## config.mk

```make
export PLATFORM = sky130hd
export DESIGN_NAME = pixel_select
export DESIGN_NICKNAME = d
export VERILOG_FILES = /design/src/hw/tetris_pkg.sv /design/src/hw/pixel_select.sv
export SDC_FILE = /design/constraint.sdc
export NUM_CORES = 1
export LEC_CHECK = 0
export BUFFER_PORTS_ARGS = -buffer_cell sky130_fd_sc_hd__buf_2
export CAP_MARGIN = 20
export CORE_AREA = 3 3 230 232
export CTS_BUF_LIST = sky130_fd_sc_hd__clkbuf_16
export DETAILED_ROUTE_END_ITERATION = 16
export DIE_AREA = 0 0 233 235
export SLEW_MARGIN = 30
export SYNTH_ARGS = -nofsm -noshare
export SYNTH_HDL_FRONTEND = slang
export SYNTH_SLANG_ARGS = --single-unit
```

## constraint.sdc

```tcl
create_clock -name ADDR -period 8.4 [get_ports ADDR]
set_input_delay 0.84 -clock ADDR [delete_from_list [all_inputs] [get_ports ADDR]]
set_output_delay 0.84 -clock ADDR [all_outputs]
set_load 0.02 [all_outputs]
```

## src/hw/tetris_pkg.sv

```systemverilog
package tetris_pkg;

	localparam int BOARD_ROWS = 24;
	localparam int BOARD_COLS = 24;

	// visible pixels per raster line
	localparam int H_RES = 640;

	typedef logic [3:0] shape_t;

	// row 0 is the top of the board
	typedef struct packed {
		logic       valid;
		logic [4:0] row;
		logic [4:0] col;
	} cell_t;

	typedef cell_t [3:0] footprint_t;

	typedef struct packed {
		logic [17:0] rsvd;
		shape_t      shape;
		logic [4:0]  row;
		logic [4:0]  col;
	} piece_cmd_t;

	typedef struct packed {
		logic [30:0] rsvd;
		logic        start_over;
	} ctrl_t;

	// same write word, command at address 0 and control at address 1
	typedef union packed {
		piece_cmd_t cmd;
		ctrl_t      ctrl;
	} wb_word_u;

	typedef struct packed {
		footprint_t foot;
		logic       stop;
		logic       hit;
	} probe_t;

	typedef struct packed {
		logic [21:0] rsvd;
		logic [7:0]  score;
		logic        hit;
		logic        stop;
	} status_t;

	typedef logic [BOARD_ROWS-1:0][BOARD_COLS-1:0] board_t;

endpackage

```

## src/hw/pixel_select.sv

```systemverilog
`timescale 1ns/1ns

module pixel_select import tetris_pkg::*; #(
	parameter int CELL_PX = 20
) (
	input  logic        ADDR,
	input  logic        rst_n,
	input  logic        pix_valid,
	input  logic [18:0] pix_addr,
	input  board_t      view,
	output logic        sel_valid,
	output logic        sel
);

	localparam int XW = $clog2(H_RES);
	localparam int YW = $clog2((2 ** 19) / H_RES + 1);
	localparam int RW = $clog2(BOARD_ROWS);
	localparam int CW = $clog2(BOARD_COLS);
	// divider band right of the board
	localparam int BAND_LO = BOARD_COLS * CELL_PX;
	localparam int BAND_HI = (BOARD_COLS + 1) * CELL_PX;

	logic          v1;
	logic [XW-1:0] x1;
	logic [YW-1:0] row1;
	logic [XW-1:0] col1;
	logic          on_board;

	always_ff @(posedge ADDR) begin
		if (!rst_n) begin
			v1 <= 1'b0;
			sel_valid <= 1'b0;
		end else begin
			v1 <= pix_valid;
			sel_valid <= v1;
		end
	end

	// stage one, address to x and cell
	always_ff @(posedge ADDR) begin
		x1 <= XW'(pix_addr % H_RES);
		row1 <= YW'(pix_addr / H_RES / CELL_PX);
		col1 <= XW'(pix_addr % H_RES / CELL_PX);
	end

	assign on_board = row1 < BOARD_ROWS && col1 < BOARD_COLS;

	always_ff @(posedge ADDR) begin
		sel <= (on_board && view[row1[RW-1:0]][col1[CW-1:0]])
			|| (x1 > BAND_LO && x1 < BAND_HI);
	end

endmodule

```

=== Word level (Yosys, flattened, before mapping) ===
Index checks and enable logic that the tools add are counted.

* Div/mod/pow operators: 4
* $lt $le $gt $ge: 6
* Muxes and demuxes: 4
* Reduce and logical (&&, ||, !) cells: 4

{| class="wikitable"
|+ Operators with widths
! cell !! count
|-
| 24-bit binary-select mux with 5-bit select || 1
|-
| 32-bit by 5-bit divider with 32-bit output (second input constant) || 2
|-
| 19-bit by 10-bit divider with 32-bit output (second input constant) || 1
|-
| 19-bit by 10-bit modulo with 32-bit output (second input constant) || 1
|-
| 24-bit 2-to-1 mux || 1
|-
| 10-bit by 5-bit < comparator with 1-bit output (second input constant) || 2
|-
| 5-bit by 6-bit < comparator with 1-bit output (second input constant) || 2
|-
| 10-bit by 9-bit > comparator with 1-bit output (second input constant) || 1
|-
| 10-bit by 9-bit < comparator with 1-bit output (second input constant) || 1
|-
| 1-bit binary-select mux with 5-bit select || 1
|-
| 1-bit logical AND || 3
|-
| 1-bit logical OR || 1
|-
| 1-bit 2-to-1 mux || 1
|}

* Register bits: 33
* Bits of input ports: 598
* Logic and storage cells: 24

=== Longest topological paths before layout ===
* Depth in word-level cells: 6
* Gate-level depth with buffers: 23
* Depth with buffers taken out: 20

=== Worst setup path after synthesis ===
OpenSTA, ideal clock, no wires.

* Path kind: input port to flip-flop
* Start point: in pix_addr[15]
* End point: reg col1[0]
* Library setup time: 0.114 ns
* Data arrival time: 5.209 ns
* Data required time: 8.286 ns
* Setup slack: 3.077 ns
* Cell stages on the path: 20
* Path buffers: 3
* Cells stage by stage: buf_6 > or4b_4 > and3_4 > a21oi_2 > nor4_1 > or4_1 > buf_2 > a22o_1 > a21oi_1 > and4_4 > mux2_4 > and3_1 > buf_6 > or4_4 > and3_4 > and4_1 > a211oi_2 > o21ai_1 > o2111a_1 > a21o_1

* Word-level cells in the longest chain between the ends: 2

{| class="wikitable"
|+ RTL lines
! item !! line !! source
|-
| start: declaration || pixel_select.sv:9 || <nowiki>input logic [18:0] pix_addr,</nowiki>
|-
| 19-bit by 10-bit modulo with 32-bit output || pixel_select.sv:43 || <nowiki>col1 <= XW'(pix_addr % H_RES / CELL_PX);</nowiki>
|-
| 32-bit by 5-bit divider with 32-bit output || pixel_select.sv:43 ||
|-
| end signal: assignment || pixel_select.sv:43 ||
|-
| end: declaration || pixel_select.sv:26 || <nowiki>logic [XW-1:0] col1;</nowiki>
|}

Every way passes these cells.
A chain may end at the register's enable or synchronous reset.

=== Worst setup path after layout ===
* Start point: in pix_addr[17]
* End point: reg col1[0]

Same word-level chain as after synthesis.

==> flow_summary.toml <==
[global_route]
antenna_found_initial = 56
grt_start_max_net_pins = 92
track_usage_pct = 19.4
overflow = 0
grt_pass1_vias = 10300
grt_pass1_wl_mm = 76.1

[placement]
numPortBuffers = 599
placed_cell_area_sq_um = 11500
gp_congestion = 0.920
place_ws_ns = 2.14
dp_hpwl_mm = 47.9

[die]
die_w_um = 233
rows = 83
io_pins = 600
die_h_um = 235
coreArea_sq_um = 51200
fp.dieArea_sq_um = 54800
initial_utilization_pct = 15.4

[sta]
period_share_pct = 72.6
rsz0062_at_grt = "false"
tns_ns = 0
fin_crit_ns = 6.10
clock_skew_ns = 0.00333
max_freq_mhz = 164
hold_viol_final = 0
setup_viol = 0
slew-limit-headroom_pct = 39.3
drv_slew = 0
worst_slack_ns = 2.30
tightest_slew_ns = 0.911

[critical_path]
worstPathCellList = "buf_2, nor2b_1, a221oi_1, o211a_1, nor4_1, or4_1, a22o_1, a21oi_1, nand4_1, a41oi_2, nand3_1, o31ai_2, o211ai_1, nand2_1, a31oi_1, o311ai_0, o32ai_1, a21o_1"
rr_endpoint = "sel"
rrSetupSlack_ns = 4.18
cp.required_ns = 8.57
crit_type = "input port to flop"
timing.rr.start = "row1[1]"
critPathLaunchType = "input port"
critPathSlowestCell = "or4_1"
worst-path-max-fanout = 34
rr_worst_depth = 8
cp.arrival_ns = 6.27
cpPeakStageDelay_ns = 0.69
end_kind = "flop"

[clock_network]
cts_root_buf = "clkbuf_16"
clockBufferDepth = 2
cts_buffers = 5
cts_tree = "built"
htreeDepth = 2
post_cts_resized = 0
insertion_delay_ns = 0.28
cts_hold_buf = 0
post_cts_buffers = 0
clkTransAtPathRegs_ns = 0.05
clock_sinks = 29

[final_layout]
final_core_util_pct = 22.8
nets = 1955
drive_gt1_share_pct = 59.0
multiInputGateArea_sq_um = 6880
stdcell_area_sq_um = 11700
area_delta_synth_final_pct = 48.0
register_area_sq_um = 589
fill_cells = 5615

[power_and_ir_drop]
ir_drop_uv = 155
power_mw = 2.45
powerDensity_nw_per_um2 = 210
p_leak_nw = 5.07

[route]
antenna_left = 0
dr.pass1.iters = 5
wl_met2_mm = 27.0
top_layer_used = "met5"
vias_per_cell = 5.09
drt-initial-drc-count = 884
totalWireLength_mm = 56.2
wl_met3_mm = 5.44
wl_met1_mm = 21.3
vias = 10468
drcViolationCount = 0
wl_per_cell_um = 27.3

[status]
status = "finished, final reports clean"

[synthesis]
syn_area_per_cell_sq_um = 9.57
ys_seq_elements = 29
synth_edf_count = 0
ys_seq_area_share_pct = 7.35
synth_fa_ha_area_share_pct = 0.554
synth_mux_area_share_pct = 45.7
synth_top_area_share_pct = 43.1
synth_compound_area_share_pct = 21.6
synthFlopType = "dfxtp_1"
synth.area.top_cells = "mux4_2 (43%), dfxtp_1 (7.4%), nand2_1 (3.4%)"
synthXorXnorAreaFrac_pct = 1.33
yosysTopAreaCell = "mux4_2"
yosysMostFrequentCell = "mux4_2"
ys_top_cells_by_count = "mux4_2 (151), nand2_1 (72), nor2_1 (59)"
synth_top_family_by_area = "multiplexers"
yosysWarnings = 0
ys_async_sr_fraction_pct = 0
synth_area_sq_um = 7900
netlist_instances = 825
synth_cell_types = 93
yosys.area_share.simple_pct = 17.6

[job]
max_cap_viol_count = 0

[hold_path]
whs_path_depth = 1
min_path_type = "flop to flop"
whs_endpoint = "sel_valid"
hold_start = "v1"
==> cell type report <==
cell class / instances / area share (%)
multi-input cells: 689 / 58.8
repair buffers: 612 / 26.6
well taps: 680 / 7.28
flip-flops and latches: 29 / 5.04
clock buffers: 5 / 1.07
inverters: 19 / 0.610
diodes: 20 / 0.428
clock inverters: 3 / 0.139
==> worst max-delay path by stage <==
stage	from	to	slack, ns
after floorplan	pix_addr[15]	col1[0]	3.08
after global placement	pix_addr[17]	col1[0]	2.20
after detailed placement	pix_addr[17]	col1[0]	2.14
after CTS	pix_addr[17]	col1[0]	2.42
after global routing	pix_addr[17]	col1[0]	1.69
final	pix_addr[17]	col1[0]	2.30
==> flip-flops by register name (all words and copies together) (netlist names) <==
| register | cells |
|---|---|
| col1 | 10 |
| row1 | 6 |
| sel | 1 |
| sel_valid | 1 |
| v1 | 1 |
| x1 | 10 |
==> cells by family (layout without fill, tap and decap cells) <==
| group | after synthesis | count (layout) |
|---|---|---|
| compound gates | 234 | 234 |
| xor+xnor | 12 | 12 |
| fa+ha+maj | 4 | 4 |
| buf+inv | 111 | 639 |
| flops | 29 | 29 |
| mux | 171 | 171 |
| other cells | 1 | 25 |
| simple gates | 263 | 263 |
==> placed cells by master (no fill, tap or decap), types with 6 or more instances in the layout <==
cell / n
and3_1: 9
dfxtp_1: 26
and2_1: 12
a22oi_1: 6
inv_1: 16
diode_2: 20
o221ai_1: 18
o21ai_1: 7
nand2b_1: 8
nand4_1: 11
nor4bb_1: 6
nor2_1: 59
nor3_1: 16
o211ai_1: 13
nand2_1: 72
buf_4: 12
mux4_2: 151
nand3_1: 22
a21o_1: 6
or3_1: 8
a211oi_1: 14
o22ai_1: 20
mux2i_1: 17
o21ai_0: 33
xnor2_1: 11
buf_2: 599
a21oi_1: 35
a32oi_1: 9
==> per-layer routing <==
metal  track usage, %  vias up
met4             7.69       34
met2             32.3      604
met3             6.35      115
met1             22.8     5176
li1                 -     4539
met5                0        -
==> where the power goes <==
part | switching, mW | internal, mW
registers | 0.107 | 0.172
logic | 1.05 | 0.950
clock network | 0.0611 | 0.108
==> critical path: cells and delay by family <==
kind	cells	cell delay, ns
simple gates	6	1.68
buf+inv	1	0.45
compound gates	11	3.28
==> through the flow <==
step	instances	hold WS, ns
after floorplan	829	0.406
after global placement	2029	0.412
after detailed placement	2029	0.420
after CTS	2037	0.432
after global routing	2050	0.453
final	2057	0.431
Note: power is estimated with default switching activity, not from simulation.
