<file path="config.mk">
export PLATFORM = sky130hd
export DESIGN_NAME = wb_piece_port
export DESIGN_NICKNAME = d
export VERILOG_FILES = /design/src/hw/tetris_pkg.sv /design/src/hw/wb_piece_port.sv
export SDC_FILE = /design/constraint.sdc
export NUM_CORES = 1
export LEC_CHECK = 0
export ABC_AREA = 1
export BUFFER_PORTS_ARGS = -buffer_cell sky130_fd_sc_hd__buf_2
export CAP_MARGIN = 20
export CORE_AREA = 2 2 69 71
export DETAILED_ROUTE_END_ITERATION = 10
export DIE_AREA = 0 0 71 73
export GPL_ROUTABILITY_DRIVEN = 0
export GPL_TIMING_DRIVEN = 0
export PLACE_DENSITY = 0.83
export SLEW_MARGIN = 20
export SYNTH_ARGS = -nofsm -noshare
export SYNTH_HDL_FRONTEND = slang
export SYNTH_SLANG_ARGS = --single-unit
</file>
<file path="constraint.sdc">
create_clock -name ADDR -period 1.69 [get_ports ADDR]
set_input_delay 0.2535 -clock ADDR [delete_from_list [all_inputs] [get_ports ADDR]]
set_output_delay 0.2535 -clock ADDR [all_outputs]
set_load 0.01 [all_outputs]
</file>
<file path="src/hw/tetris_pkg.sv">
package tetris_pkg;

	localparam int BOARD_ROWS = 24;
	localparam int BOARD_COLS = 24;

	// visible pixels per raster line
	localparam int H_RES = 640;

	typedef logic [3:0] shape_t;

	// row 0 is the top of the board
	typedef struct packed {
		logic       valid;
		logic [4:0] row;
		logic [4:0] col;
	} cell_t;

	typedef cell_t [3:0] footprint_t;

	typedef struct packed {
		logic [17:0] rsvd;
		shape_t      shape;
		logic [4:0]  row;
		logic [4:0]  col;
	} piece_cmd_t;

	typedef struct packed {
		logic [30:0] rsvd;
		logic        start_over;
	} ctrl_t;

	// same write word, command at address 0 and control at address 1
	typedef union packed {
		piece_cmd_t cmd;
		ctrl_t      ctrl;
	} wb_word_u;

	typedef struct packed {
		footprint_t foot;
		logic       stop;
		logic       hit;
	} probe_t;

	typedef struct packed {
		logic [21:0] rsvd;
		logic [7:0]  score;
		logic        hit;
		logic        stop;
	} status_t;

	typedef logic [BOARD_ROWS-1:0][BOARD_COLS-1:0] board_t;

endpackage

</file>
<file path="src/hw/wb_piece_port.sv">
`timescale 1ns/1ns

module wb_piece_port import tetris_pkg::*; (
	input  logic        ADDR,
	input  logic        rst_n,
	input  logic        cyc,
	input  logic        stb,
	input  logic        we,
	input  logic        adr,
	input  logic [31:0] dat_w,
	input  logic        done,
	input  status_t     status,
	output logic        ack,
	output logic [31:0] dat_r,
	output logic        cmd_valid,
	output piece_cmd_t  cmd,
	output logic        start_over
);

	wb_word_u word;
	logic     busy;
	logic     req;
	logic     quick;

	assign word = dat_w;

	// a transfer that has not been taken yet
	assign req = cyc && stb && !busy && !ack;

	assign cmd_valid = req && we && !adr;
	assign cmd = word.cmd;

	// reads and control writes answer in one cycle
	assign quick = req && (!we || adr);
	assign start_over = quick && we && word.ctrl.start_over;

	always_ff @(posedge ADDR) begin
		if (!rst_n) begin
			busy <= 1'b0;
			ack <= 1'b0;
		end else begin
			ack <= quick || (busy && done);
			if (cmd_valid)
				busy <= 1'b1;
			else if (done)
				busy <= 1'b0;
		end
	end

	always_ff @(posedge ADDR) begin
		if (quick || done)
			dat_r <= status;
	end

	// host keeps the strobe up until it sees the answer
	a_ack_in_transfer: assert property (@(posedge ADDR) disable iff (!rst_n)
		ack |-> cyc && stb);

endmodule

</file>
* After elaboration in Yosys (flattened, before gate mapping)
Cells that the tools add are included.
Widths: inputs -> output; s select.
** Operators by class
- $add $sub $neg :: 0
- Multipliers :: 0
- Divide/modulo/power cells :: 0
- Magnitude comparators :: 0
- Equal/unequal tests :: 0
- Shift-type cells :: 0
- Multiplexer cells :: 2
- Bitwise gates (word level) :: 0
- Reductions and logical operators :: 17
** Operator list (number)
- $logic_and 1x1->1 :: 9
- $logic_not 1->1 :: 4
- $logic_or 1x1->1 :: 3
- $mux 1 :: 2
- $reduce_bool 2->1 :: 1
** Storage, ports and cells
- Register bits :: 34
- Bits in latches :: 0
- RAM bits :: 0
- Memory bits (read-only) :: 0
- Output and inout bits :: 67
- Memories :: 0

* Depth between registers and ports, before layout
Gate-level depths: netlist of the first run.
- Depth after elaboration :: 6
- Depth in mapped cells :: 4
- Mapped depth without buffers :: 4

* Worst setup path before layout of the first run
No wires, ideal clock.
- Kind :: reg-to-reg
- Start point :: register ack
- End point :: register dat_r[0] (enable)
- Library setup time :: 0.389 ns
- Arrival :: 1.279 ns
- Required time :: 1.301 ns
- Setup slack :: 0.022 ns
- Cell stages (with the launch flop) :: 4
- Buffers on the path :: 0
- Clock period less this slack :: 1.668 ns
- Cell sequence :: dfxtp_1 nor2_2 nand3_2 nand2_1
** Between the ends
- Longest elaborated chain between the ends :: 4
** Ends and longest elaborated chain
- from (decl) :: RTL line wb_piece_port.sv:13 : output logic ack,
- from (signal assigned) :: RTL line wb_piece_port.sv:42 : ack <= quick || (busy && done);
- $logic_not 1->1 :: RTL line wb_piece_port.sv:28 : assign req = cyc && stb && !busy && !ack;
- $logic_and 1x1->1 :: RTL line wb_piece_port.sv:28
- $logic_and 1x1->1 :: RTL line wb_piece_port.sv:34 : assign quick = req && (!we || adr);
- $logic_or 1x1->1 :: RTL line wb_piece_port.sv:51 : if (quick || done)
- to (signal assigned) :: RTL line wb_piece_port.sv:52 : dat_r <= status;
- to (decl) :: RTL line wb_piece_port.sv:14 : output logic [31:0] dat_r,
Every way passes these cells.
A chain may end at the register's enable or synchronous reset.

* Worst setup path in the final report of the first run
- Start point :: register busy
- End point :: output port start_over
** Between the ends
- Longest elaborated chain between the ends :: 6
** Ends and longest elaborated chain
- from (decl) :: RTL line wb_piece_port.sv:21 : logic busy;
- from (signal assigned) :: RTL line wb_piece_port.sv:39 : busy <= 1'b0;
- from (signal assigned) :: RTL line wb_piece_port.sv:44 : busy <= 1'b1;
- from (signal assigned) :: RTL line wb_piece_port.sv:46 : busy <= 1'b0;
- $logic_not 1->1 :: RTL line wb_piece_port.sv:28
- $logic_and 1x1->1 (2 in a row) :: RTL line wb_piece_port.sv:28
- $logic_and 1x1->1 :: RTL line wb_piece_port.sv:34
- $logic_and 1x1->1 (2 in a row) :: RTL line wb_piece_port.sv:35 : assign start_over = quick && we && word.ctrl.start_over;
- to (decl) :: RTL line wb_piece_port.sv:17 : output logic start_over
Every way passes these cells.

==> results of run 1 <==
[per-stage QoR]
| stage | power, mW | worst slack (ns) | TNS, ns |
|---|---|---|---|
| final | 1.83 | 0.273 | 0 |
| after global routing | 1.91 | 0.195 | 0 |
| after CTS | 1.86 | 0.0722 | 0 |
| after detailed placement | 1.30 | 0.0916 | 0 |
| after global placement | 1.29 | -0.278 | -8.85 |
| after floorplan | 1.16 | 0.0217 | 0 |
[synthesized netlist by cell type (all sizes together)]
cell type | n | area share (%)
nand3 | 2 | 1.5
nor2 | 3 | 1.2
inv | 6 | 1.7
a21oi | 2 | 1.0
nand2 | 6 | 1.7
edfxtp | 32 | 72
dfxtp | 2 | 3.0
buf | 32 | 18
[routing by layer]
layer / GRT usage, % / vias to the layer above / part of all wire (%)
met5: 0 / - / 0
met4: 6.50 / 0 / 2.3
met3: 4.83 / 6 / 9.7
met2: 22.0 / 78 / 56
met1: 11.4 / 460 / 32
li1: - / 478 / -
[worst max-delay path, stage by stage (launching register included)]
cell	delay, ns
sky130_fd_sc_hd__dfxtp_1	0.33
sky130_fd_sc_hd__nor2_2	0.16
sky130_fd_sc_hd__nand3_2	0.15
sky130_fd_sc_hd__nor2_1	0.11
sky130_fd_sc_hd__buf_2	0.14
[cell usage in the layout (no fill, tap or decap)]
cell type / instances
sky130_fd_sc_hd__nor2_1: 1
sky130_fd_sc_hd__clkbuf_1: 1
sky130_fd_sc_hd__edfxtp_1: 32
sky130_fd_sc_hd__clkinv_1: 1
sky130_fd_sc_hd__nand3_2: 2
sky130_fd_sc_hd__clkinv_2: 1
sky130_fd_sc_hd__dfxtp_1: 2
sky130_fd_sc_hd__nor2_2: 2
sky130_fd_sc_hd__clkbuf_8: 5
sky130_fd_sc_hd__a21oi_1: 1
sky130_fd_sc_hd__nand2_1: 5
sky130_fd_sc_hd__nand2_4: 1
sky130_fd_sc_hd__buf_4: 32
sky130_fd_sc_hd__buf_2: 106
sky130_fd_sc_hd__a21oi_2: 1
sky130_fd_sc_hd__inv_1: 6
[cell families after synthesis]
logic type | count (synthesis)
buf+inv | 38
simple gates | 11
flops | 34
compound gates | 2
[report_power, final]
part / internal [mW] / leakage (nW) / switching, mW
registers: 0.987 / 0.334 / 0.0128
logic: 0.144 / 0.639 / 0.133
clock network: 0.283 / 0.0426 / 0.270
[cell type report]
cell class | count | area share, %
plain buffers | 32 | 11.9
inverters | 6 | 1.11
flip-flops and latches | 34 | 49.5
multi-input cells | 13 | 3.96
well taps | 54 | 3.34
repair buffers | 106 | 26.2
clock inverters | 2 | 0.433
clock buffers | 6 | 3.59
[registers in the layout, summed over array words and instances (netlist names)]
name,flops
ack,1
dat_r,32
busy,1
[final timing paths]
kind | to | cells past startpoint
worst min-delay path | dat_r[14] | 1
worst max register to register | dat_r[26] | 3
worst min register to register | ack | 2
worst max-delay path | start_over | 4
==> metrics.md, run 1 <==
| Metric | Value |
|---|---|
| Result of the run | `completed` |
| Global-route congestion overflow total | `0` |
| Number of buffers created by CTS | `5` |
| Critical path arrival | `between 1 and 1.5 ns` |
| Drt wl/cell | `~13 microns` |
| Area added between synthesis and finish | `51.4%` |
| Worst hold start | `status[14]` |
| CTS sink count | `34` |
| Number of antenna violations at the first check in global routing | `0` |
| Final worst path period need | `~1.4 ns` |
| Nets@finish | `269` |
| Count of final hold-check violations | `0` |
| Multi-input combinational cell area | `approximately 80 sq um` |
| Count of buffers added by post-CTS timing repair for setup | `0` |
| Clock tree from TritonCTS | `built` |
| Highest achievable clock rate | `~710 MHz` |
| Final Instance Area | `around 2000 sq um` |
| Number of nets in the synthesized netlist | `between 150 and 200` |
| Number of cells in the finished layout apart from fillers | `roughly 250` |
| Horizontal extent of the die | `between 70 and 80 microns` |
| Max capacitance violation total | `0` |
| Die area | `5180 sq um` |
| Average footprint of a synthesized cell | `15.7 sq um` |
| Filler cell count | `between 400 and 500` |
| Unrepaired setup endpoints after global routing | `no` |
| Synthesis-stage register bit count | `34` |
| Area after DPL | `approximately 1900 sq um` |
| Leakage power | `1.02 nW` |
| Final ANT Viol Nets | `0` |
| Type of the tightest min-delay check | `in2reg` |
| Worst Setup End Kind | `primary output` |
| Cell Pwr Density | `about 900 nW/um^2` |
| Worst Hold Slack | `0.145 ns` |
| Largest net degree at the start of global routing | `33` |
| Placed cell count | `about 250` |
| Floorplan die height | `73 microns` |
| Final max-slew violation count | `0` |
| Register-to-register setup slack | `between 0.3 and 0.4 ns` |
| Final antenna diode count | `0` |
| Synthesis Warnings | `0` |
| Worst supply voltage drop on vdd | `about 0.24 mV` |
| All-Layer GR Usage | `about an eighth` |
| Crit start category | `flop` |
| Vias in the first global route | `1030` |
| Number of instances in the synthesized netlist | `between 80 and 90` |
| Post-cts sizing count | `0` |
| Reg clk slew, reported paths | `0.07 ns` |
| Via-to-Cell Ratio | `around 4.0` |
| Share of synthesized cell area in and, or, nand and nor gates | `4.40%` |
| Multiplexer fraction of the synthesized cell area | `0%` |
| CTS H-tree lvls | `2` |
| Boundary Pins | `~140` |
| Clock tree skew after final layout | `around 0.0063 ns` |
| Number of core rows | `25` |
| Max_slew headroom | `71.5%` |
| First-pass GRT wire length | `roughly 4600 microns` |
| Mapped Area | `approximately 1300 sq um` |
| Core area | `about 4500 sq um` |
| Initial standard-cell utilization of the core | `between 20% and 30%` |
| Critical-path maximum fanout | `3` |
| Via count | `1022` |
| Post-synthesis share of cell area spent on full adders, half adders and majority gates | `0%` |
| Startpoint of the lowest-slack register-to-register path | `busy` |
| Drc violations | `0` |
| XOR/XNOR Fraction of Synth Area | `0%` |
| Routed wire length | `3230 microns` |
| Sequential element share of the synthesized area | `about three quarters` |
| Main combinational cell family by area after synthesis | `buffers and inverters` |
| Hold-fix buffers at CTS | `0` |
| Post-route core utilization | `between 40% and 50%` |
| Class of the most critical setup path | `reg2out` |
| Compound-Gate Fraction of Synth Area | `1.03%` |
| Count of port buffers added during placement | `106` |
| Area taken by flip-flops and latches | `around 1000 sq um` |
| Crit path from | `busy` |
| Clock insertion delay at the later pin of the skew report | `between 0.2 and 0.3 ns` |
| Fraction of layout cells with a size suffix above 1 | `about 75%` |
| Final-report setup violation count | `0` |
| Detailed Route Iter0 Violations | `about 50` |
| Fraction of the cycle the final worst path needs | `roughly 84%` |
| DR pass1 iterations | `3` |
| Buffer levels on the longest clock path | `2` |
| Transition time at the pin with the least slew margin | `0.427 ns` |
| Clock root cell | `sky130_fd_sc_hd__clkbuf_8` |
| HPWL after DPL | `approximately 2700 microns` |
| Endpoint required time on the critical path | `1.44 ns` |
| Distinct cell type count after synthesis | `10` |
Note: power is estimated with default switching activity, not from simulation.
==> inputs of run 2 (changes only) <==
Settings changed: CORE_AREA 2 2 69 71 to 2 2 65 67, DIE_AREA 0 0 71 73 to 0 0 67 69, PLACE_DENSITY 0.83 to 0.88.
Clock period 1.69 ns to 1.4 ns, I/O delays scaled along.
==> metrics.md, run 2 (same netlist as run 1, synthesis figures left out) <==
| Metric | Value |
|---|---|
| Result of the run | `completed` |
| First-pass GRT wire length | `roughly 4600 microns` |
| Final worst path period need | `approximately 1.3 ns` |
| Final ANT Viol Nets | `0` |
| Top library cells by usage in the layout, fill and taps aside | `sky130_fd_sc_hd__buf_2 (106), sky130_fd_sc_hd__buf_4 (33), sky130_fd_sc_hd__edfxtp_1 (32)` |
| Ordered cell list for the critical path | `nor2_2 > buf_4 > nand3_2 > inv_1 > buf_2` |
| Type of the tightest min-delay check | `in2reg` |
| Via-to-Cell Ratio | `3.98` |
| Number of buffers created by CTS | `5` |
| Die area | `around 4600 sq um` |
| Initial standard-cell utilization of the core | `34.1%` |
| Nets@finish | `270` |
| Global-route met3 utilization | `approximately 4%` |
| Reg clk slew, reported paths | `~0.060 ns` |
| Leakage power | `~1.0 nW` |
| Endpoint required time on the critical path | `between 1 and 1.5 ns` |
| Crit start category | `flop` |
| Routed wire length | `around 3200 microns` |
| Minimum setup slack in the final design | `~0.091 ns` |
| Met2 Track Usage GR | `a little over a quarter` |
| Worst Setup End Kind | `primary output` |
| Max capacitance violation total | `0` |
| Final max-slew violation count | `0` |
| Via count | `a little under 1000` |
| Final-report setup violation count | `0` |
| Area after DPL | `between 1500 and 2000 sq um` |
| Clock tree from TritonCTS | `built` |
| Most crowded layer after global routing | `met2` |
| Drc violations | `0` |
| Boundary Pins | `approximately 140` |
| Global-route congestion overflow total | `0` |
| Final antenna diode count | `0` |
| Class of the most critical setup path | `reg2out` |
| Unrepaired setup endpoints after global routing | `no` |
| Critical-path maximum fanout | `2` |
| CTS sink count | `34` |
| Worst supply voltage drop on vdd | `0.335 mV` |
| DR pass1 iterations | `2` |
| Max_slew headroom | `73.1%` |
| Vias in the first global route | `~1000` |
| Clock tree skew after final layout | `approximately 0.0063 ns` |
| Buffer levels on the longest clock path | `2` |
| Crit-path slowest cell | `sky130_fd_sc_hd__dfxtp_1` |
| Floorplan die height | `roughly 69 microns` |
| Clock root cell | `sky130_fd_sc_hd__clkbuf_8` |
| Post-placement setup slack | `-0.158 ns` |
| Critical path arrival | `between 1 and 1.5 ns` |
| Register with the most flip-flops | `dat_r` |
| Total power | `approximately 2.2 mW` |
| Area added between synthesis and finish | `51.2%` |
| Cell Pwr Density | `~1100 nW/um^2` |
| Flip-flop count of the largest register after layout | `32` |
| Critical path's largest stage delay | `0.32 ns` |
| Number of core rows | `23` |
| Transition time at the pin with the least slew margin | `0.403 ns` |
| Detailed Route Iter0 Violations | `19` |
| Count of final hold-check violations | `0` |
| Highest achievable clock rate | `between 700 and 800 MHz` |
| Final Instance Area | `2020 sq um` |
| Largest net degree at the start of global routing | `33` |
| Drt wl/cell | `about 13 microns` |
| All-Layer GR Usage | `between 10 and 15%` |
| Count of port buffers added during placement | `106` |
| Hold-fix buffers at CTS | `0` |
| Fraction of layout cells with a size suffix above 1 | `about three quarters` |
| Largest registers in the final layout | `dat_r (32), ack (1), busy (1)` |
| CTS H-tree lvls | `2` |
| Number of antenna violations at the first check in global routing | `0` |
| Clock insertion delay at the later pin of the skew report | `0.27 ns` |
| Fraction of the cycle the final worst path needs | `93.5%` |
| Most common cell after layout, fill and taps aside | `sky130_fd_sc_hd__buf_2` |
| Horizontal extent of the die | `around 67 microns` |
| Core area | `3910 sq um` |
| HPWL after DPL | `roughly 2700 microns` |
| Post-route core utilization | `about half` |
| Met1 capacity usage during global routing | `11.6%` |
run 2: changes by cell type in the layout (fill, tap and decap cells not counted), sizes merged:
cell and change:
buf +1, clkbuf +1, clkinv -2
run 2: per-layer routing:
layer  wire length, microns  part of all wire, %  up-vias
met3                    295                  9.3        2
met5                      0                    0        -
met4                     23                 0.73        0
met2                   1950                   62       69
li1                       -                    -      480
met1                    899                   28      440
run 2: report_power, final:
| part | switching [mW] | internal (mW) |
|---|---|---|
| registers | 0.0141 | 1.19 |
| logic | 0.160 | 0.176 |
| clock network | 0.282 | 0.341 |
| total | 0.456 | 1.71 |
run 2: worst paths after layout:
check	cells after the start	slack, ns	endpoint	startpoint
max	5	0.09	cmd_valid	ack
min	1	0.11	dat_r[25]	status[25]
max reg2reg	3	0.12	dat_r[22]	ack
min reg2reg	2	0.50	busy	busy
run 2: through the flow:
step / setup TNS (ns) / std cells / hold WS (ns)
final: 0 / 249 / 0.113
after global routing: 0 / 249 / 0.0976
after CTS: 0 / 248 / 0.104
after detailed placement: -5.00 / 241 / 0.388
after global placement: -3.81 / 241 / 0.387
after floorplan: 0 / 85 / 0.309
run 2: worst max-delay path, delay by kind of cell (launching register included):
family	cells	cell delay, ns
flops	1	0.32
buf+inv	3	0.31
simple gates	2	0.20
run 2: area by class of cell:
type	instances	area (sq um)
inverters	6	22.5
flip-flops and latches	34	1000
plain buffers	32	240
clock buffers	7	76.3
multi-input cells	13	80.1
well taps	50	62.6
repair buffers	107	538
fillers	372	1890
run 2: timing repair:
action / 4_1_cts / 5_1_grt
pin swaps: 0 / 2
buffers inserted: 0 / 1
resized for setup: 1 / 0
endpoints found under the setup margin: 32 / 33
