**config.mk**
```make
export PLATFORM = sky130hd
export DESIGN_NAME = piece_footprint
export DESIGN_NICKNAME = d
export VERILOG_FILES = /design/src/hw/tetris_pkg.sv /design/src/hw/piece_footprint.sv
export SDC_FILE = /design/constraint.sdc
export NUM_CORES = 1
export LEC_CHECK = 0
export ABC_AREA = 1
export BUFFER_PORTS_ARGS = -buffer_cell sky130_fd_sc_hd__buf_2
export CAP_MARGIN = 20
export CORE_ASPECT_RATIO = 1.75
export CORE_MARGIN = 2
export CORE_UTILIZATION = 40
export CTS_CLUSTER_DIAMETER = 80
export DETAILED_ROUTE_END_ITERATION = 8
export GPL_ROUTABILITY_DRIVEN = 0
export PLACE_DENSITY = 0.67
export SLEW_MARGIN = 20
export SYNTH_ARGS = -nofsm -noshare
export SYNTH_HDL_FRONTEND = slang
export SYNTH_SLANG_ARGS = --single-unit
```
**constraint.sdc**
```tcl
create_clock -name ADDR -period 2.77 [get_ports ADDR]
set_clock_uncertainty 0.2 [all_clocks]
set_input_delay 0.554 -clock ADDR [delete_from_list [all_inputs] [get_ports ADDR]]
set_output_delay 0.554 -clock ADDR [all_outputs]
set_load 0.01 [all_outputs]
```
**src/hw/tetris_pkg.sv**
```systemverilog
package tetris_pkg;

	localparam int BOARD_ROWS = 24;
	localparam int BOARD_COLS = 24;

	// visible pixels per raster line
	localparam int H_RES = 640;

	typedef logic [3:0] shape_t;

	// row 0 is the top of the board
	typedef struct packed {
		logic       valid;
		logic [4:0] row;
		logic [4:0] col;
	} cell_t;

	typedef cell_t [3:0] footprint_t;

	typedef struct packed {
		logic [17:0] rsvd;
		shape_t      shape;
		logic [4:0]  row;
		logic [4:0]  col;
	} piece_cmd_t;

	typedef struct packed {
		logic [30:0] rsvd;
		logic        start_over;
	} ctrl_t;

	// same write word, command at address 0 and control at address 1
	typedef union packed {
		piece_cmd_t cmd;
		ctrl_t      ctrl;
	} wb_word_u;

	typedef struct packed {
		footprint_t foot;
		logic       stop;
		logic       hit;
	} probe_t;

	typedef struct packed {
		logic [21:0] rsvd;
		logic [7:0]  score;
		logic        hit;
		logic        stop;
	} status_t;

	typedef logic [BOARD_ROWS-1:0][BOARD_COLS-1:0] board_t;

endpackage

```
**src/hw/piece_footprint.sv**
```systemverilog
`timescale 1ns/1ns

module piece_footprint import tetris_pkg::*; (
	input  logic       ADDR,
	input  logic       rst_n,
	input  logic       cmd_valid,
	input  piece_cmd_t cmd,
	output logic       foot_valid,
	output footprint_t foot
);

	// 3-bit two's complement offsets
	localparam logic [2:0] P0 = 3'd0;
	localparam logic [2:0] P1 = 3'd1;
	localparam logic [2:0] P2 = 3'd2;
	localparam logic [2:0] P3 = 3'd3;
	localparam logic [2:0] M1 = 3'b111;
	localparam logic [2:0] M2 = 3'b110;

	logic [23:0]       ofs;
	logic signed [2:0] dr [4];
	logic signed [2:0] dc [4];
	logic signed [6:0] r_sum [4];
	logic signed [6:0] c_sum [4];
	footprint_t        cells;

	// row, col pairs, cell 0 in the top bits
	always_comb begin
		case (cmd.shape)
			4'd0: ofs = {P0, P0, P0, P1, P1, P0, P1, P1};
			4'd1: ofs = {P0, P0, P0, P1, P0, P2, P0, P3};
			4'd2: ofs = {P0, P0, P1, P0, P2, P0, P3, P0};
			4'd3: ofs = {P0, P0, P1, M1, P1, P0, P1, P1};
			4'd4: ofs = {P0, P0, P1, P0, P1, P1, P2, P0};
			4'd5: ofs = {P0, P0, P0, P1, P0, P2, P1, P1};
			4'd6: ofs = {P0, P0, P1, M1, P1, P0, P2, P0};
			4'd7: ofs = {P0, P0, P1, P0, P2, P0, P2, P1};
			4'd8: ofs = {P0, P0, P0, P1, P0, P2, P1, P0};
			4'd9: ofs = {P0, P0, P0, P1, P1, P1, P2, P1};
			4'd10: ofs = {P0, P0, P1, M2, P1, M1, P1, P0};
			4'd11: ofs = {P0, P0, P1, P0, P1, P1, P2, P1};
			4'd12: ofs = {P0, P0, P0, P1, P1, M1, P1, P0};
			4'd13: ofs = {P0, P0, P1, M1, P1, P0, P2, M1};
			default: ofs = {P0, P0, P0, P1, P1, P1, P1, P2};
		endcase
	end

	always_comb begin
		for (int i = 0; i < 4; i++) begin
			dr[i] = ofs[23-6*i -: 3];
			dc[i] = ofs[20-6*i -: 3];
			r_sum[i] = $signed({2'b00, cmd.row}) + dr[i];
			c_sum[i] = $signed({2'b00, cmd.col}) + dc[i];
			cells[i].valid = r_sum[i] >= 0 && r_sum[i] < BOARD_ROWS
				&& c_sum[i] >= 0 && c_sum[i] < BOARD_COLS;
			cells[i].row = r_sum[i][4:0];
			cells[i].col = c_sum[i][4:0];
		end
	end

	always_ff @(posedge ADDR) begin
		if (!rst_n)
			foot_valid <= 1'b0;
		else
			foot_valid <= cmd_valid;
	end

	always_ff @(posedge ADDR) begin
		if (cmd_valid)
			foot <= cells;
	end

	// host only sends pieces that fit on the board
	a_cells_on_board: assert property (@(posedge ADDR) disable iff (!rst_n)
		cmd_valid |=> foot[0].valid && foot[1].valid
			&& foot[2].valid && foot[3].valid);

endmodule

```
# Word level (Yosys, flattened, before mapping)
# Memory sizes are Yosys's and may differ from the RTL's.
# Cells that the tools add are included.
# W data, S select, Z words.
# word_totals
ff_bits	45
wordCells	50
output_inout_bits	45
memories	1
ram_bits	0
latch_bits	0
romBits	224
# mem_list
memory	depth	width	rd	rd_ports_with_merged_regs	write_ports	line_no	source
(name not given)	16	14	1	0	0	piece_footprint.sv:29	case (cmd.shape)
# classes
multipliers	0
magnitude_cmp	16
bitwise	0
mux	0
n_eq_ne	0
n_addsub	8
div	0
shift	0
n_reduce_logical	12
# ops
op	n
$ge A7 B1 Y1 const B	8
$lt A7 B6 Y1 const B	8
$add A6 B3 Y7	6
$add A6 B3 Y7 const B	2
$logic_and A1 B1 Y1	12

# Depth between registers and ports, before layout
# Gate-level depths: netlist (run 1).
# An unclocked memory read counts as a cell.
# depth
ltp_word	6
mapped_depth	17
ltp_nobuf	17

# Worst setup path before layout (run 1)
# No wires, ideal clock.
# synth_timing
path_kind	input-to-reg
start	input port cmd[10] in the netlist's numbering
end	register foot[21] in the netlist's numbering, data pin
path_stages	12
path_slack_ns	-0.256
path_buffers	0
required_ns	2.313
t_arrival_ns	2.568
setup_ns	0.257
cell_sequence	inv_1 ha_1 nor2_1 o21ai_0 ha_1 nand3_1 nand3_1 and2_1 nand3_1 nand3b_1 nand2_1 nor2_1
# synth_lines
item	line_no	source
from (decl)	piece_footprint.sv:7	input piece_cmd_t cmd,
to (signal assigned)	piece_footprint.sv:70	foot <= cells;
to (decl)	piece_footprint.sv:9	output footprint_t foot

==> flow_summary.json, run 1 <==
{
  "timing_worst_slew_pin_value_ns": 0.547,
  "grt_setup_unrepaired": "true",
  "peakVddDrop_mv": 0.213,
  "clkSlewWorstSetupHoldPaths_ns": 0.06,
  "cp-end-kind": "flip-flop",
  "finalHoldViolations": 0,
  "maximum_number_of_buffers_from_clock_root_to_sink": 2,
  "clock_power_share_pct": 32.5,
  "power_switching_share_pct": 26.6,
  "timing.critical_path.required_ns": 2.62,
  "dp.final_hpwl_um": 4340,
  "cp_common_cell": "sky130_fd_sc_hd__nand2_1",
  "synthArstFlopShare_pct": 0,
  "antenna_violations_before_repair": 0,
  "wl_per_cell_um": 12.2,
  "layout_commonest_cell": "sky130_fd_sc_hd__buf_2",
  "remaining_number_of_nets_flagged_by_the_antenna_check_after_routing": 0,
  "core.rowCount": 40,
  "final_net_count": 443,
  "report.final.slew_viol_count": 0,
  "routed_wirelength_um": 5630,
  "number_of_enable_flip_flop_cells_after_synthesis": 44,
  "die-area_um2": 7560,
  "postSynthRegisterBits": 45,
  "power.leakage_nw": 1.77,
  "syn_nets": 338,
  "power_switching_mw": 0.545,
  "synth_seq_area_share_pct": 48.9,
  "timing.max_cap.violations": 0,
  "timing.final.crit_share_pct": 97.0,
  "via_count_of_the_first_global_routing_pass": 2064,
  "final.min_clock_period_ns": 2.69,
  "overall_track_demand_over_capacity_in_global_routing_pct": 15.9,
  "root_buffer": "sky130_fd_sc_hd__clkbuf_16",
  "power.internal_mw": 1.50,
  "globalRouteOverflowTotal": 0,
  "via_count": 2210,
  "cts_inserted_buffers": 5,
  "cp_slowest_stage_delay_ns": 0.35,
  "postCtsHoldBufs": 0,
  "max_clock_freq_ghz": 0.372,
  "pwr-share-seq_pct": 42.5,
  "timing.hold.worst.class": "in2reg",
  "syn2layout_area_growth_pct": 36.9,
  "timing.final.setup_violations": 0,
  "commonest_cells_after_routing_fill_and_taps_aside": "sky130_fd_sc_hd__buf_2, sky130_fd_sc_hd__edfxtp_1, sky130_fd_sc_hd__nand2_1",
  "critPathKind": "in2reg",
  "netlist-cell-type-count": 33,
  "synthesis.instances": 270,
  "n_antenna_cell": 0,
  "die_w_um": 66.6,
  "cp_slowest_cell": "sky130_fd_sc_hd__fa_2",
  "outcome": "complete, no violations",
  "setup.worst_path.start_class": "input port",
  "max-slew-margin-rel_pct": 63.5,
  "first_pass_grt_wire_length_um": 9100,
  "synth_ff_type": "sky130_fd_sc_hd__edfxtp_1",
  "layout-drive-gt1-share_pct": 42.6,
  "syn_area_per_cell_um2": 10.2,
  "ioPinCount": 80,
  "clock_sinks": 45,
  "finalNonFillerCells": 460,
  "wl_met2_um": 3110,
  "synth_warnings": 0,
  "tritoncts": "built",
  "highest_layer": "met4",
  "power.density_nw_per_um2": 546,
  "post_synth_instance_area_um2": 2740,
  "cts-htree-levels": 2,
  "drt_drc_violations_left": 0,
  "buffers_added_on_ports": 61,
  "first_pass_detailed_route_iteration_total": 4,
  "route.detailed.vias_per_inst": 4.80,
  "pin_count_of_the_biggest_net_entering_global_routing": 46,
  "dr_wl_met3_um": 191,
  "share_comb_of_total_power_pct": 24.9,
  "core_um2": 6760,
  "drt_first_iter_violations": 109,
  "met1Wirelength_um": 2120,
  "initial_core_util_pct": 40.6,
  "finalHoldWorstSlack_ns": 0.252,
  "crit_arrival_ns": 2.54,
  "die_h_um": 114,
  "dp.cells": 449,
  "timing.critical_path.fanout_max": 4,
  "cp_cell_sequence": "buf_6 > clkinvlp_4 > ha_2 > nand2_1 > nor2_1 > a211oi_2 > ha_2 > inv_2 > fa_2 > nand3b_1 > nand2_2 > a21o_1 > nor2_1 > nand2_1 > o21ai_1 > nand2_1 > inv_1"
}
==> logic make-up after synthesis <==
| logic type | Yosys count | synth area share [%] |
|---|---|---|
| xor+xnor | 15 | 4.79 |
| simple gates | 92 | 14.9 |
| buf+inv | 47 | 7.25 |
| compound gates | 38 | 7.71 |
| flops | 45 | 48.9 |
| fa+ha+maj | 33 | 16.4 |
==> synthesized netlist by cell type, types with 3 or more instances <==
| cell | number | area [um2] |
|---|---|---|
| sky130_fd_sc_hd__nand3_1 | 14 | 70.1 |
| sky130_fd_sc_hd__inv_1 | 38 | 143 |
| sky130_fd_sc_hd__inv_2 | 3 | 11.3 |
| sky130_fd_sc_hd__a21oi_1 | 14 | 70.1 |
| sky130_fd_sc_hd__nand2_1 | 47 | 176 |
| sky130_fd_sc_hd__o21ai_0 | 15 | 75.1 |
| sky130_fd_sc_hd__fa_1 | 5 | 100 |
| sky130_fd_sc_hd__xnor2_1 | 3 | 26.3 |
| sky130_fd_sc_hd__xor2_1 | 12 | 105 |
| sky130_fd_sc_hd__nor2_1 | 19 | 71.3 |
| sky130_fd_sc_hd__edfxtp_1 | 44 | 1320 |
| sky130_fd_sc_hd__ha_1 | 28 | 350 |
==> routing by layer <==
| metal | up-vias | global-route usage, % |
|---|---|---|
| met2 | 60 | 28.9 |
| met1 | 1025 | 16.8 |
| met5 | - | 0 |
| met3 | 16 | 2.17 |
| li1 | 1109 | - |
| met4 | 0 | 9.25 |
==> layout make-up <==
class | count | area, um2
clock inverters | 3 | 41.3
fillers | 612 | 3000
well taps | 84 | 105
repair buffers | 103 | 631
flip-flops and latches | 45 | 1340
inverters | 42 | 165
multi-input cells | 178 | 1350
clock buffers | 5 | 125
==> final timing paths <==
check | start | to | slack (ns) | cells after the start
setup / recovery | cmd[10] | foot[32] | 0.08 | 17
hold / removal | rst_n | foot_valid | 0.25 | 3
==> what timing repair did <==
action / in CTS / in global routing
setup endpoints to repair: 2 / 5
setup buffers: 0 / 3
pin swaps: 2 / 21
resized for setup: 2 / 41
hold endpoints to repair: 0 / 0
cloned: 0 / 0
==> per-stage QoR <==
stage	power [mW]	util (%)	cell area (um2)	setup slack (ns)	TNS (ns)
2_1_floorplan	1.15	-	2770	0.00829	0
3_3_place_gp	1.35	50.9	3440	-0.316	-1.40
3_5_place_dp	1.37	50.9	3440	-0.338	-1.56
4_1_cts	2.03	53.4	3610	-0.0197	-0.0197
5_1_grt	2.16	55.6	3750	-0.0788	-0.196
6_report	2.05	55.6	3750	0.0823	0
==> flip-flops by register name, indices dropped and copies added (netlist names) <==
register and flops:
foot 44, foot_valid 1
==> power by group through the flow <==
stage               Sequential, mW  Clock, mW  Combinational, mW
detailed placement           0.888          0              0.480
floorplan                    0.938          0              0.210
global route                 0.878      0.704              0.573
global placement             0.885          0              0.469
CTS                          0.874      0.675              0.484
finish                       0.872      0.667              0.511
==> worst max-delay path, delay by kind of cell <==
family	cells	cell delay, ns
AO/OA/AOI/OAI	3	0.35
adder cells (fa/ha/maj)	3	0.79
buffers and inverters	4	0.28
AND/OR/NAND/NOR	7	0.57
Note: power is estimated with default switching activity, not from simulation.
==> run 2, diff against run 1 <==
- PLACE_DENSITY: 0.67 -> not set
- clock period: 2.77 -> 3.3 ns (I/O delays scaled with it)
==> run 2 against run 1 <==
  * First-iteration DRC count down 2.8%
  * Largest power group unchanged
  * Routed wire length down 7.7%
  * Sequential share of layout area up 4.5 points
==> flow_summary.json, run 2 (synthesis results as in run 1) <==
{
  "outcome": "complete, no violations",
  "commonest_cells_after_routing_fill_and_taps_aside": "sky130_fd_sc_hd__buf_2, sky130_fd_sc_hd__nand2_1, sky130_fd_sc_hd__edfxtp_1",
  "timing_worst_slew_pin_value_ns": 0.956,
  "maximum_number_of_buffers_from_clock_root_to_sink": 2,
  "cpLargestDelayFamily": "simple AND/OR/NAND/NOR gates",
  "fillers": 673,
  "finalNonFillerCells": 429,
  "core.rowCount": 40,
  "detailed_place.area_um2": 3200,
  "wl_per_cell_um": 12.1,
  "finalHoldWorstSlack_ns": 0.360,
  "overall_track_demand_over_capacity_in_global_routing_pct": 14.6,
  "root_buffer": "sky130_fd_sc_hd__clkbuf_16",
  "dp.final_hpwl_um": 4150,
  "final.min_clock_period_ns": 3.06,
  "power.leakage_nw": 1.61,
  "post-cts-setup-buffer-count": 0,
  "clock_sinks": 45,
  "timing.hold.worst.class": "in2reg",
  "share_comb_of_total_power_pct": 23.1,
  "multi_input_area_um2": 1200,
  "dp_slack_ns": -0.0357,
  "cp_slowest_stage_delay_ns": 0.41,
  "max_clock_freq_ghz": 0.326,
  "peakVddDrop_mv": 0.229,
  "max-slew-margin-rel_pct": 36.2,
  "worst_hold_startpoint": "rst_n",
  "crit_arrival_ns": 2.90,
  "registers_with_the_highest_flip_flop_counts": "foot (44), foot_valid (1)",
  "buffers_added_on_ports": 61,
  "n_antenna_cell": 0,
  "report.final.slew_viol_count": 0,
  "globalRouteOverflowTotal": 0,
  "tritoncts": "built",
  "ioPinCount": 80,
  "tns_ns": 0,
  "timing.final.crit_share_pct": 92.9,
  "power_switching_mw": 0.413,
  "cts-htree-levels": 2,
  "die_w_um": 66.6,
  "cp_cell_sequence": "buf_2 > inv_1 > ha_1 > inv_1 > a21oi_1 > nand2_1 > o21ai_0 > ha_1 > nand3_1 > nand3_1 > and2_1 > nand3_1 > nand3b_1 > nand2_1 > nor2_1",
  "grt_setup_unrepaired": "false",
  "postCtsHoldBufs": 0,
  "layout-drive-gt1-share_pct": 24.9,
  "via_count_of_the_first_global_routing_pass": 1966,
  "final_net_count": 413,
  "final_cell_area_um2": 3340,
  "power_switching_share_pct": 26.7,
  "cp_slowest_cell": "sky130_fd_sc_hd__ha_1",
  "first_pass_detailed_route_iteration_total": 4,
  "worstPathBufferInverterCount": 3,
  "dp.cells": 422,
  "cts_resized": 0,
  "critPathKind": "in2reg",
  "final_worst_setup_slack_ns": 0.235,
  "timing.critical_path.fanout_max": 6,
  "cp-end-kind": "flip-flop",
  "power.density_nw_per_um2": 464,
  "route.detailed.vias_per_inst": 4.83,
  "timing.critical_path.required_ns": 3.14,
  "initial_core_util_pct": 40.6,
  "drt_first_iter_violations": 106,
  "cp_common_cell": "sky130_fd_sc_hd__nand3_1",
  "routed_wirelength_um": 5200,
  "layout_commonest_cell": "sky130_fd_sc_hd__buf_2",
  "clock_power_share_pct": 29.6,
  "largest_register_ffs": 44,
  "timing.final.setup_violations": 0,
  "post-layout-total-power_mw": 1.55,
  "finalHoldViolations": 0,
  "cts_inserted_buffers": 5,
  "remaining_number_of_nets_flagged_by_the_antenna_check_after_routing": 0,
  "pwr-share-seq_pct": 47.3,
  "setup.worst_path.start_class": "input port",
  "core_um2": 6760,
  "die_h_um": 114,
  "largest-register": "foot",
  "die-area_um2": 7560,
  "clkSlewWorstSetupHoldPaths_ns": 0.05,
  "min_delay_worst_endpoint": "foot_valid",
  "via_count": 2071,
  "antenna_violations_before_repair": 0,
  "worst_hold_path.num_cells": 3,
  "first_pass_grt_wire_length_um": 8390,
  "timing.max_cap.violations": 0,
  "fin_util_pct": 49.4,
  "power.internal_mw": 1.13,
  "regArea_um2": 1340,
  "syn2layout_area_growth_pct": 21.6,
  "pin_count_of_the_biggest_net_entering_global_routing": 46,
  "drt_drc_violations_left": 0
}
run 2: cell types whose count changed in the layout (fill, tap and decap cells not counted), sizes merged:
cell      before  now
buf          103   73
clkinvlp       2    0
clkbuf         5    6
inv           40   41
bufinv         1    0
run 2: worst max-delay path by stage:
stage	start	end	slack, ns	depth (start not counted)
2_1_floorplan	cmd[10]	foot[21]	0.17	12
3_3_place_gp	cmd[10]	foot[32]	-0.02	16
3_5_place_dp	cmd[11]	foot[21]	-0.04	15
4_1_cts	cmd[11]	foot[21]	0.26	15
5_1_grt	cmd[11]	foot[21]	0.02	14
6_report	cmd[11]	foot[21]	0.24	15
run 2: power groups by stage:
stage	Sequential, mW	Clock [mW]	Combinational (mW)
finish	0.733	0.458	0.357
global route	0.739	0.488	0.406
CTS	0.734	0.468	0.362
detailed placement	0.746	0	0.362
global placement	0.744	0	0.355
floorplan	0.787	0	0.172
run 2: worst min-delay path, cell delays in order:
cell and delay, ns:
sky130_fd_sc_hd__buf_2 0.07, sky130_fd_sc_hd__nand2_1 0.04, sky130_fd_sc_hd__inv_1 0.04
run 2: routing by layer:
metal / share of wire, % / vias up / track usage, %
met5: 0 / - / 0
met4: 2.9 / 0 / 7.89
met3: 4.0 / 15 / 2.07
met2: 55 / 54 / 26.7
met1: 38 / 949 / 15.6
li1: - / 1053 / -
run 2: cell type report:
cell class,count,area share [%]
clock inverter,1,0.113
inverter,42,4.76
multi-input combinational,178,36.0
sequential,45,40.2
timing repair buffer,73,11.9
clock buffer,6,3.86
tap,84,3.15
==> run 3, diff against run 2 <==
- ABC_AREA: 1 -> not set
- BUFFER_PORTS_ARGS: -buffer_cell sky130_fd_sc_hd__buf_2 -> -buffer_cell sky130_fd_sc_hd__buf_4
- GPL_TIMING_DRIVEN: not set -> 0
==> run 3 against run 2 <==
  * Utilization rose by 3.5 points
  * Design area rose by 2.9%
  * Area after synthesis decreased by 3.1%
  * Critical path depth shrank 4
  * Routed wire length decreased by 4.7%
  * First-iteration DRC count fell by 36%
  * Cell count shrank 13%
  * Clock power increased by 23%
  * Hold slack got worse by 0.0040 ns
  * Critical path type unchanged
  * Critical endpoint unchanged
==> flow_summary.json, run 3 <==
{
  "pwr-share-seq_pct": 43.7,
  "finalNonFillerCells": 374,
  "synth_seq_area_share_pct": 50.4,
  "synth_top_area_cell": "sky130_fd_sc_hd__edfxtp_1",
  "post-layout-total-power_mw": 1.68,
  "wl_per_cell_um": 13.2,
  "syn_nets": 291,
  "die_h_um": 112,
  "min_delay_worst_endpoint": "foot[8]",
  "syn2layout_area_growth_pct": 29.0,
  "fin_util_pct": 52.9,
  "synth_warnings": 0,
  "clock_sinks": 45,
  "critPathKind": "in2reg",
  "clock_power_share_pct": 33.6,
  "largest-register": "foot",
  "cp_slowest_stage_delay_ns": 0.46,
  "outcome": "complete, no violations",
  "timing_worst_slew_pin_value_ns": 0.547,
  "maximum_number_of_buffers_from_clock_root_to_sink": 2,
  "drt_drc_violations_left": 0,
  "power.density_nw_per_um2": 490,
  "finalHoldViolations": 0,
  "power.leakage_nw": 1.48,
  "cts_inserted_buffers": 5,
  "grt_setup_unrepaired": "true",
  "initial_core_util_pct": 41.0,
  "share_comb_of_total_power_pct": 22.8,
  "finalHoldWorstSlack_ns": 0.356,
  "via_count": 1813,
  "timing.hold.worst.class": "in2reg",
  "syn_area_per_cell_um2": 11.9,
  "cp-end-kind": "flip-flop",
  "first_pass_detailed_route_iteration_total": 4,
  "dp_slack_ns": -0.423,
  "timing.final.crit_share_pct": 94.8,
  "report.final.slew_viol_count": 0,
  "commonest_cells_after_routing_fill_and_taps_aside": "sky130_fd_sc_hd__buf_4, sky130_fd_sc_hd__edfxtp_1, sky130_fd_sc_hd__ha_1",
  "power.internal_mw": 1.26,
  "core.rowCount": 39,
  "max-slew-margin-rel_pct": 63.5,
  "timing.max_cap.violations": 0,
  "root_buffer": "sky130_fd_sc_hd__clkbuf_16",
  "crit_arrival_ns": 3.07,
  "n_antenna_cell": 0,
  "cp_cell_sequence": "buf_4 > inv_1 > ha_1 > a211oi_1 > a21oi_4 > fa_1 > a211oi_1 > nor2_1 > xnor2_1 > a221o_1 > a21oi_1",
  "cell_with_the_most_instances_after_synthesis": "sky130_fd_sc_hd__edfxtp_1",
  "power_switching_mw": 0.422,
  "buffers_added_on_ports": 61,
  "detailed_place.area_um2": 3220,
  "dp.final_hpwl_um": 3780,
  "worst_hold_path.num_cells": 1,
  "largest_register_ffs": 44,
  "peakVddDrop_mv": 0.257,
  "via_count_of_the_first_global_routing_pass": 1745,
  "die_w_um": 65.6,
  "cts-htree-levels": 2,
  "cp_slowest_cell": "sky130_fd_sc_hd__fa_1",
  "remaining_number_of_nets_flagged_by_the_antenna_check_after_routing": 0,
  "registers_with_the_highest_flip_flop_counts": "foot (44), foot_valid (1)",
  "timing.final.setup_violations": 0,
  "globalRouteOverflowTotal": 0,
  "die-area_um2": 7340,
  "timing.critical_path.required_ns": 3.24,
  "postSynthRegisterBits": 45,
  "final_cell_area_um2": 3430,
  "synth.cells.most_frequent": "sky130_fd_sc_hd__edfxtp_1, sky130_fd_sc_hd__ha_1, sky130_fd_sc_hd__nand2_1",
  "synthArstFlopShare_pct": 0,
  "setup.worst_path.start_class": "input port",
  "ioPinCount": 80,
  "netlist-cell-type-count": 41,
  "final_net_count": 359,
  "worst_hold_startpoint": "cmd[8]",
  "power_switching_share_pct": 25.1,
  "cp_common_cell": "sky130_fd_sc_hd__a211oi_1",
  "final_worst_setup_slack_ns": 0.171,
  "post_synth_instance_area_um2": 2660,
  "pin_count_of_the_biggest_net_entering_global_routing": 46,
  "tns_ns": 0,
  "max_clock_freq_ghz": 0.320,
  "antenna_violations_before_repair": 0,
  "layout-drive-gt1-share_pct": 29.1,
  "route.detailed.vias_per_inst": 4.85,
  "dp.cells": 366,
  "overall_track_demand_over_capacity_in_global_routing_pct": 14.5,
  "routed_wirelength_um": 4950,
  "synth.top_cell.area_share_pct": 49.7,
  "synth_ff_type": "sky130_fd_sc_hd__edfxtp_1",
  "layout_commonest_cell": "sky130_fd_sc_hd__buf_4",
  "tritoncts": "built",
  "ys_top_cells_by_area": "sky130_fd_sc_hd__edfxtp_1, sky130_fd_sc_hd__ha_1, sky130_fd_sc_hd__xnor2_1",
  "first_pass_grt_wire_length_um": 8050,
  "timing.critical_path.fanout_max": 9,
  "final.min_clock_period_ns": 3.13,
  "core_um2": 6490,
  "number_of_enable_flip_flop_cells_after_synthesis": 44,
  "drt_first_iter_violations": 68,
  "clkSlewWorstSetupHoldPaths_ns": 0.06,
  "synthesis.instances": 223
}
==> run 3: how the worst max path moves through the flow <==
stage	from	to	cells past startpoint
detailed placement	cmd[11]	foot[21]	12
CTS	cmd[13]	foot[32]	12
floorplan	cmd[11]	foot[21]	11
global placement	cmd[11]	foot[21]	12
finish	cmd[10]	foot[21]	11
global route	cmd[10]	foot[32]	14
==> run 3: critical path: cells and delay by family <==
kind / cells / cell delay, ns
AO/OA/AOI/OAI: 5 / 1.18
adder cells (fa/ha/maj): 2 / 0.72
buffers and inverters: 2 / 0.23
XOR/XNOR: 1 / 0.15
AND/OR/NAND/NOR: 1 / 0.11
==> run 3: power groups by stage <==
stage	Clock, mW	Sequential [mW]	Combinational (mW)
finish	0.564	0.734	0.383
global route	0.600	0.740	0.426
CTS	0.579	0.735	0.382
detailed placement	0	0.747	0.381
global placement	0	0.746	0.377
floorplan	0	0.784	0.164
==> run 3: what timing repair did <==
action | in CTS | in global routing
resized for setup | 2 | 11
setup endpoints to repair | 2 | 3
buffers inserted | 0 | 1
pin swaps | 0 | 1
hold buffers | 0 | 0
==> run 3: logic make-up (layout without fill, tap and decap cells) <==
kind of cell	count (synthesis)	count (layout)	share of synthesized area [%]
AND/OR/NAND/NOR	53	53	9.55
AO/OA/AOI/OAI	46	46	11.6
flip-flops	45	45	50.4
adder cells (fa/ha/maj)	33	33	16.9
buffers and inverters	23	92	3.29
XOR/XNOR	19	19	6.54
multiplexers	4	4	1.60
==> run 3: layout make-up <==
cell class | instances | area [um2]
multi-input cells | 155 | 1260
flip-flops and latches | 45 | 1340
plain buffers | 5 | 22.5
fillers | 596 | 3060
repair buffers | 62 | 465
well taps | 82 | 103
inverters | 17 | 63.8
clock inverters | 3 | 46.3
clock buffers | 5 | 125
==> run 3: layer usage <==
metal | GRT usage [%] | part of all wire [%]
met5 | 0 | 0
met4 | 7.08 | 2.4
met3 | 3.03 | 3.2
met2 | 25.3 | 55
met1 | 16.2 | 39
